<file path="src/rtl/intToDoublePkg.sv">
`default_nettype none

package intToDoublePkg;

  // the double format fixes these widths.
  localparam int ExpWidth = 11;
  localparam int MantWidth = 52;

  localparam logic [ExpWidth-1:0] ExpBias = 11'd1023;

  // word addresses of the CPU-visible registers.
  typedef enum logic [2:0] {
    OPLO   = 3'd0,
    OPHI   = 3'd1,
    CTRL   = 3'd2,
    STATUS = 3'd3,
    RESLO  = 3'd4,
    RESHI  = 3'd5,
    RESEXP = 3'd6
  } regIdxE;

  // a double seen either as two bus words or as its IEEE 754 fields.
  typedef union packed {
    struct packed {
      logic [31:0] hi;
      logic [31:0] lo;
    } raw;
    struct packed {
      logic                 sign;
      logic [ExpWidth-1:0]  exponent;
      logic [MantWidth-1:0] mantissa;
    } fields;
  } doubleU;

endpackage

`default_nettype wire

</file>
<file path="src/rtl/msbOneHot.sv">
`timescale 1ns/1ns
`default_nettype none

module msbOneHot (
  input  logic [63:0] in,
  output logic [63:0] out
);

  // later iterations overwrite earlier ones, so the highest set bit wins.
  always_comb begin
    out = '0;
    for (int i = 0; i < 64; i++) begin
      if (in[i]) begin
        out = 64'd1 << i;
      end
    end
  end

  // the detector must never report two leading ones, nor miss a nonzero input.
  oneHotChk: assert final ($onehot0(out) && ((out == '0) == (in == '0)))
    else $error("msbOneHot produced %h for input %h", out, in);

endmodule

`default_nettype wire

</file>
<file path="src/rtl/doubleNormalizer.sv">
`timescale 1ns/1ns
`default_nettype none

module doubleNormalizer (
  input  logic        clk,
  input  logic        rstN,
  input  logic        launch,
  input  logic [63:0] operand,
  input  logic        signedMode,
  output logic        normValid,
  output logic        normSign,
  output logic        normZero,
  output logic [10:0] normExp,
  output logic [63:0] normFrac,
  output logic        stageBusy
);

  logic        s1Valid;
  logic        s1Sign;
  logic [63:0] s1Mag;
  logic        opNeg;
  logic [63:0] oneHot;
  logic [5:0]  msbIdx;
  logic [intToDoublePkg::ExpWidth-1:0] expNext;
  logic [63:0] fracNext;

  // the most negative operand negates to 2^63, which still fits unsigned.
  assign opNeg = signedMode & operand[63];

  msbOneHot leadOne (
    .in  (s1Mag),
    .out (oneHot)
  );

  always_comb begin
    msbIdx = '0;
    for (int i = 0; i < 64; i++) begin
      if (oneHot[i]) begin
        msbIdx = msbIdx | 6'(i);
      end
    end
  end

  assign expNext = intToDoublePkg::ExpBias + {5'd0, msbIdx};
  // left-justify so the leading one lands on bit 63.
  assign fracNext = s1Mag << (6'd63 - msbIdx);

  always_ff @(posedge clk or negedge rstN) begin
    if (!rstN) begin
      s1Valid   <= 1'b0;
      s1Sign    <= 1'b0;
      s1Mag     <= '0;
      normValid <= 1'b0;
      normSign  <= 1'b0;
      normZero  <= 1'b0;
      normExp   <= '0;
      normFrac  <= '0;
    end else begin
      s1Valid   <= launch;
      normValid <= s1Valid;
      if (launch) begin
        s1Sign <= opNeg;
        s1Mag  <= opNeg ? -operand : operand;
      end
      if (s1Valid) begin
        normSign <= s1Sign;
        normZero <= ~|oneHot;
        normExp  <= expNext;
        normFrac <= fracNext;
      end
    end
  end

  assign stageBusy = s1Valid | normValid;

  normJustified: assert property (@(posedge clk) disable iff (!rstN)
    (normValid && !normZero) |-> normFrac[63])
    else $error("normalized fraction %h has no leading one", normFrac);

endmodule

`default_nettype wire

</file>
<file path="src/rtl/doubleRounder.sv">
`timescale 1ns/1ns
`default_nettype none

module doubleRounder (
  input  logic        clk,
  input  logic        rstN,
  input  logic        normValid,
  input  logic        normSign,
  input  logic        normZero,
  input  logic [10:0] normExp,
  input  logic [63:0] normFrac,
  output logic        resValid,
  output logic [63:0] result,
  output logic        rndBusy
);

  logic [intToDoublePkg::MantWidth-1:0] mant;
  logic                                 guard;
  logic                                 sticky;
  logic                                 roundUp;
  logic [intToDoublePkg::MantWidth:0]   mantSum;
  intToDoublePkg::doubleU               resNext;
  intToDoublePkg::doubleU               resReg;

  // bit 63 is the hidden one and is dropped.
  assign mant    = normFrac[62:11];
  assign guard   = normFrac[10];
  assign sticky  = |normFrac[9:0];
  assign roundUp = guard & (sticky | mant[0]);
  assign mantSum = {1'b0, mant} + {{intToDoublePkg::MantWidth{1'b0}}, roundUp};

  always_comb begin
    resNext = '0;
    if (!normZero) begin
      resNext.fields.sign     = normSign;
      // an overflowing mantissa wraps to zero and bumps the exponent.
      resNext.fields.exponent = normExp
                                + {10'd0, mantSum[intToDoublePkg::MantWidth]};
      resNext.fields.mantissa = mantSum[intToDoublePkg::MantWidth-1:0];
    end
  end

  always_ff @(posedge clk or negedge rstN) begin
    if (!rstN) begin
      resValid <= 1'b0;
      resReg   <= '0;
    end else begin
      resValid <= normValid;
      if (normValid) begin
        resReg <= resNext;
      end
    end
  end

  assign result  = resReg;
  assign rndBusy = resValid;

  // a 64-bit integer rounds to at most 2^64.
  expBound: assert property (@(posedge clk) disable iff (!rstN)
    resValid |-> resReg.fields.exponent <= intToDoublePkg::ExpBias + 11'd64)
    else $error("result exponent %0d out of range", resReg.fields.exponent);

endmodule

`default_nettype wire

</file>
<file path="src/rtl/wbConvRegs.sv">
`timescale 1ns/1ns
`default_nettype none

module wbConvRegs (
  input  logic        clk,
  input  logic        rstN,
  input  logic        wbCyc,
  input  logic        wbStb,
  input  logic        wbWe,
  input  logic [2:0]  wbAdr,
  input  logic [3:0]  wbSel,
  input  logic [31:0] wbDatW,
  output logic [31:0] wbDatR,
  output logic        wbAck,
  output logic        launch,
  output logic [63:0] operand,
  output logic        signedMode,
  input  logic        resValid,
  input  logic [63:0] result,
  input  logic        stageBusy,
  input  logic        rndBusy
);

  logic [31:0]            opLo;
  logic [31:0]            opHi;
  logic [31:0]            hiMerged;
  logic                   accept;
  logic                   wrEn;
  logic                   rdResHi;
  logic                   busy;
  logic                   resultValid;
  logic [31:0]            readMux;
  intToDoublePkg::doubleU resReg;

  function automatic logic [31:0] mergeBytes(input logic [31:0] old,
                                             input logic [31:0] data,
                                             input logic [3:0]  sel);
    logic [31:0] merged;
    merged = old;
    for (int b = 0; b < 4; b++) begin
      if (sel[b]) begin
        merged[8*b +: 8] = data[8*b +: 8];
      end
    end
    return merged;
  endfunction

  // a request is taken once; the cycle holding ack is not a new request.
  assign accept  = wbCyc & wbStb & ~wbAck;
  assign wrEn    = accept & wbWe;
  assign rdResHi = accept & ~wbWe & (wbAdr == intToDoublePkg::RESHI);

  // the high word is merged here so the launching edge sees the new operand.
  assign hiMerged = mergeBytes(opHi, wbDatW, wbSel);
  assign launch   = wrEn & (wbAdr == intToDoublePkg::OPHI);
  assign operand  = {launch ? hiMerged : opHi, opLo};

  assign busy = stageBusy | rndBusy;

  always_comb begin
    readMux = '0;
    case (wbAdr)
      intToDoublePkg::OPLO:   readMux = opLo;
      intToDoublePkg::OPHI:   readMux = opHi;
      intToDoublePkg::CTRL:   readMux = {31'd0, signedMode};
      intToDoublePkg::STATUS: readMux = {30'd0, resultValid, busy};
      intToDoublePkg::RESLO:  readMux = resReg.raw.lo;
      intToDoublePkg::RESHI:  readMux = resReg.raw.hi;
      intToDoublePkg::RESEXP: readMux = {resReg.fields.sign, 20'd0, resReg.fields.exponent};
      default:                readMux = '0;
    endcase
  end

  always_ff @(posedge clk or negedge rstN) begin
    if (!rstN) begin
      wbAck       <= 1'b0;
      wbDatR      <= '0;
      opLo        <= '0;
      opHi        <= '0;
      signedMode  <= 1'b0;
      resultValid <= 1'b0;
      resReg      <= '0;
    end else begin
      wbAck  <= accept;
      wbDatR <= (accept && !wbWe) ? readMux : '0;

      if (wrEn) begin
        case (wbAdr)
          intToDoublePkg::OPLO: opLo <= mergeBytes(opLo, wbDatW, wbSel);
          intToDoublePkg::OPHI: opHi <= hiMerged;
          intToDoublePkg::CTRL: begin
            if (wbSel[0]) begin
              signedMode <= wbDatW[0];
            end
          end
          default: ;
        endcase
      end

      if (resValid) begin
        resReg <= result;
      end

      // a completion on the same edge as the RESHI read keeps the flag set.
      if (resValid) begin
        resultValid <= 1'b1;
      end else if (rdResHi) begin
        resultValid <= 1'b0;
      end
    end
  end

  ackSingle: assert property (@(posedge clk) disable iff (!rstN)
    wbAck |=> !wbAck)
    else $error("wbAck held for two cycles");

endmodule

`default_nettype wire

</file>
<file path="src/rtl/intToDouble.sv">
`timescale 1ns/1ns
`default_nettype none

module intToDouble (
  input  logic        clk,
  input  logic        rstN,
  input  logic        wbCyc,
  input  logic        wbStb,
  input  logic        wbWe,
  input  logic [2:0]  wbAdr,
  input  logic [3:0]  wbSel,
  input  logic [31:0] wbDatW,
  output logic [31:0] wbDatR,
  output logic        wbAck
);

  logic        launch;
  logic [63:0] operand;
  logic        signedMode;
  logic        normValid;
  logic        normSign;
  logic        normZero;
  logic [10:0] normExp;
  logic [63:0] normFrac;
  logic        stageBusy;
  logic        resValid;
  logic [63:0] result;
  logic        rndBusy;

  wbConvRegs convRegs (
    .clk        (clk),
    .rstN       (rstN),
    .wbCyc      (wbCyc),
    .wbStb      (wbStb),
    .wbWe       (wbWe),
    .wbAdr      (wbAdr),
    .wbSel      (wbSel),
    .wbDatW     (wbDatW),
    .wbDatR     (wbDatR),
    .wbAck      (wbAck),
    .launch     (launch),
    .operand    (operand),
    .signedMode (signedMode),
    .resValid   (resValid),
    .result     (result),
    .stageBusy  (stageBusy),
    .rndBusy    (rndBusy)
  );

  doubleNormalizer normalizer (
    .clk        (clk),
    .rstN       (rstN),
    .launch     (launch),
    .operand    (operand),
    .signedMode (signedMode),
    .normValid  (normValid),
    .normSign   (normSign),
    .normZero   (normZero),
    .normExp    (normExp),
    .normFrac   (normFrac),
    .stageBusy  (stageBusy)
  );

  doubleRounder rounder (
    .clk       (clk),
    .rstN      (rstN),
    .normValid (normValid),
    .normSign  (normSign),
    .normZero  (normZero),
    .normExp   (normExp),
    .normFrac  (normFrac),
    .resValid  (resValid),
    .result    (result),
    .rndBusy   (rndBusy)
  );

endmodule

`default_nettype wire

</file>
<file path="config.mk">
export PLATFORM = sky130hd
export DESIGN_NAME = intToDouble
export DESIGN_NICKNAME = d
export VERILOG_FILES = /design/src/rtl/intToDoublePkg.sv /design/src/rtl/msbOneHot.sv /design/src/rtl/doubleNormalizer.sv /design/src/rtl/doubleRounder.sv /design/src/rtl/wbConvRegs.sv /design/src/rtl/intToDouble.sv
export SDC_FILE = /design/constraint.sdc
export NUM_CORES = 1
export LEC_CHECK = 0
export ABC_AREA = 1
export BUFFER_PORTS_ARGS = -buffer_cell sky130_fd_sc_hd__buf_4
export CAP_MARGIN = 20
export CORE_ASPECT_RATIO = 1.5
export CORE_UTILIZATION = 45
export CTS_CLUSTER_SIZE = 16
export DETAILED_ROUTE_END_ITERATION = 16
export SLEW_MARGIN = 20
export SYNTH_ARGS = -nofsm -noshare
export SYNTH_HDL_FRONTEND = slang
export SYNTH_SLANG_ARGS = --single-unit
</file>
<file path="constraint.sdc">
create_clock -name clk -period 5.35 [get_ports clk]
set_clock_uncertainty 0.05 [all_clocks]
set_input_delay 0.2675 -clock clk [delete_from_list [all_inputs] [get_ports clk]]
set_output_delay 0.2675 -clock clk [all_outputs]
set_load 0.1 [all_outputs]
</file>
==> metrics.txt <==
XOR/XNOR Fraction of Synth Area under 10%; clk buf depth 3; setup TNS 0 ps; dpl hpwl 94.39 mm; routed wire length 123.1 mm; post-synthesis compound-gate area fraction 10.91%; IO Port Bufs 76; Num Clock Sinks 371; YS warnings 0; mapped cell area 25120 um^2; CP endpoint kind register; gp weighted congestion 1.080; mux contribution to synthesized area 0.4035%; worst-margin pin slew about 1100 ps; min cycle time layout around 4700 ps; Layout area overhead 11.71%; adder-cell share of the synthesized area 0.2491%; Vias per Instance 6.187; commonest non-fill, non-tap cell in the layout nand2_1; share of cells above drive strength 1 8.083%; period utilization around 90%; cell chosen for the clock root clkbuf_16; fraction of registers with async set/reset 100.0%; maximum vdd drop 0.3085 mV; H-tree depth 2; MaxCap Viol Count 0; arrival time at the worst endpoint slightly above 5000 ps; Final #Nets about 3900; Initial Util between 40% and 50%; DRT antenna net count 0; most frequent cells in the layout 809 x nand2_1, 721 x nand3_1, 468 x nor2_1, 370 x dfrtp_1, 366 x inv_1; initial antenna violation count 4; fmax 0.2127 GHz; CTS tree yes; via count 28040; Syn Inst Count between 3000 and 4000; CP startpoint kind register; status finished, final reports clean; Worst Path Required 5750 ps; Slew Limit Fails 0; RSZ-0062 raised after global routing no; Inserted Clock Buffers 38; syn nets 3811; worst skew pair latency between 500 and 600 ps; CP max FO 3; Die Area 56790 um^2; router iterations before antenna repair 8; worst hold path type in -> reg; largest family of logic cells by synthesized area simple AND/OR/NAND/NOR gates; critical path type reg -> reg; FF+latch count, synth roughly 370; register area share after synthesis between 30% and 40%; Main synth FF type dfrtp_1; WL/cell 27.16 um; minimum hold slack 19.05 ps; PwrDens ~340 nW/um^2; synth unique cells 56; DIE HEIGHT 291.4 um; drt drc 0; Fin. Hold Viols 0; syn avg cell area 6.677 um^2; worst-path cell with the longest stage delay dfrtp_1; global-route wire length before repair 178.7 mm; worst relative slew slack about a quarter; largest net degree at the start of global routing 131; number of I/O pins between 70 and 80; GRT overflow 0; Total GRT Usage 43.18%; # setup viols final 0; Reg clk slew, reported paths 60 ps; drt initial violations 3177; EDFF count, synth 0; Die Wd 194.9 um; largest stage delay on the critical path ~360 ps; # rows 105; most frequent cell on the critical path nand2_1; core area 54920 um^2; vias in the first global route 26950; Leakage approximately 13 nW; simple-gate share of the synthesized area 40.54%
## per-layer routing
metal / up-vias / wire length [um] / global-route usage [%]
li1: 12690 / - / -
met1: 13320 / 44570 / 50.12
met2: 1478 / 56470 / 69.04
met3: 543 / 8771 / 6.326
met4: 6 / 13240 / 39.02
met5: - / 37 / 0
## cell type report
class	count	area, um^2
diodes	2	5.005
clock buffers	51	1071
clock inverters	16	128.9
fillers	5689	26850
inverters	394	1479
multi-input cells	2820	13600
flip-flops and latches	371	9288
well taps	695	869.6
repair buffers	183	1624
## final timing paths
kind / from / to / slack [ps] / cells after the start
max in group asynchronous: rstN / rounder.resValid$_DFF_PN0_ / 3610 / 3
worst max-delay path: normalizer.normFrac[11]$_DFFE_PN0P_ / rounder.result[62]$_DFFE_PN0P_ / 650 / 31
worst min register to register: normalizer.normValid$_DFF_PN0_ / rounder.resValid$_DFF_PN0_ / 390 / 0
min in group asynchronous: rstN / normalizer.normFrac[4]$_DFFE_PN0P_ / 270 / 2
worst min-delay path: wbDatW[13] / convRegs.opLo[13]$_DFFE_PN0P_ / 20 / 3
worst max register to register: normalizer.normFrac[11]$_DFFE_PN0P_ / rounder.result[62]$_DFFE_PN0P_ / 650 / 31
## cell usage after synthesis, types with 30 or more instances
master    count  area (um^2)
nand2_1     810         3040
nand3_1     721         3608
nor2_1      471         1768
dfrtp_1     371         9284
inv_1       367         1378
o21ai_0     244         1221
clkbuf_1     93        349.1
nor3_1       89        445.4
nand4_1      72        450.4
buf_2        59        295.3
a21oi_1      50        250.2
o22ai_1      47        294.0
nor4_1       35        219.0
o21ai_1      31        155.2
nor2_2       30        187.7
## flip-flops by register name, indices dropped and copies added (netlist names)
register and count:
convRegs.resultValid 1, normalizer.normZero 1, convRegs.wbAck 1, normalizer.s1Sign 1, convRegs.resReg 64, convRegs.signedMode 1
convRegs.wbDatR 32, normalizer.s1Valid 1, convRegs.opLo 32, rounder.result 64, rounder.resValid 1, normalizer.normSign 1
normalizer.normFrac 63, normalizer.normExp 11, normalizer.normValid 1, convRegs.opHi 32, normalizer.s1Mag 64
## cells by family (layout without fill, tap and decap cells)
kind of cell | Yosys count | in the layout
buf+inv | 571 | 644
xor+xnor | 53 | 53
flops | 371 | 371
other cells | 0 | 2
compound gates | 468 | 468
mux | 9 | 9
simple gates | 2285 | 2285
fa+ha+maj | 5 | 5
## critical path, delay by kind of cell (launching register included)
kind	cells	cell delay, ps
buf+inv	6	470
compound gates	1	260
flops	1	360
simple gates	21	2890
fa+ha+maj	3	580
## power breakdown
part           internal, mW  total [mW]  switching, mW
combinational         0.869        3.42           2.55
clock                  1.46        2.65           1.19
sequential             3.08        3.51          0.429
total                  5.41        9.58           4.17
## metrics by stage
step / total power, mW / instance area (um^2) / utilization [%] / instances / worst slack, ps
global placement: 6.800 / 26480 / 48.22 / 4428 / 599.8
global route: 9.907 / 28060 / 51.09 / 4530 / 77.46
finish: 9.581 / 28060 / 51.10 / 4532 / 647.5
detailed placement: 6.779 / 26480 / 48.22 / 4428 / 510.7
CTS: 9.444 / 28020 / 51.02 / 4529 / 485.8
floorplan: 5.313 / 25120 / - / 3762 / 1500
## repair_timing
| action | in CTS | in global routing |
|---|---|---|
| hold buffers | 34 | 0 |
| resized for setup | 0 | 2 |
| endpoints found under the hold margin | 146 | 0 |
| setup buffers | 0 | 0 |
| endpoints found under the setup margin | 0 | 1 |
(Power assumes the default switching activity.)
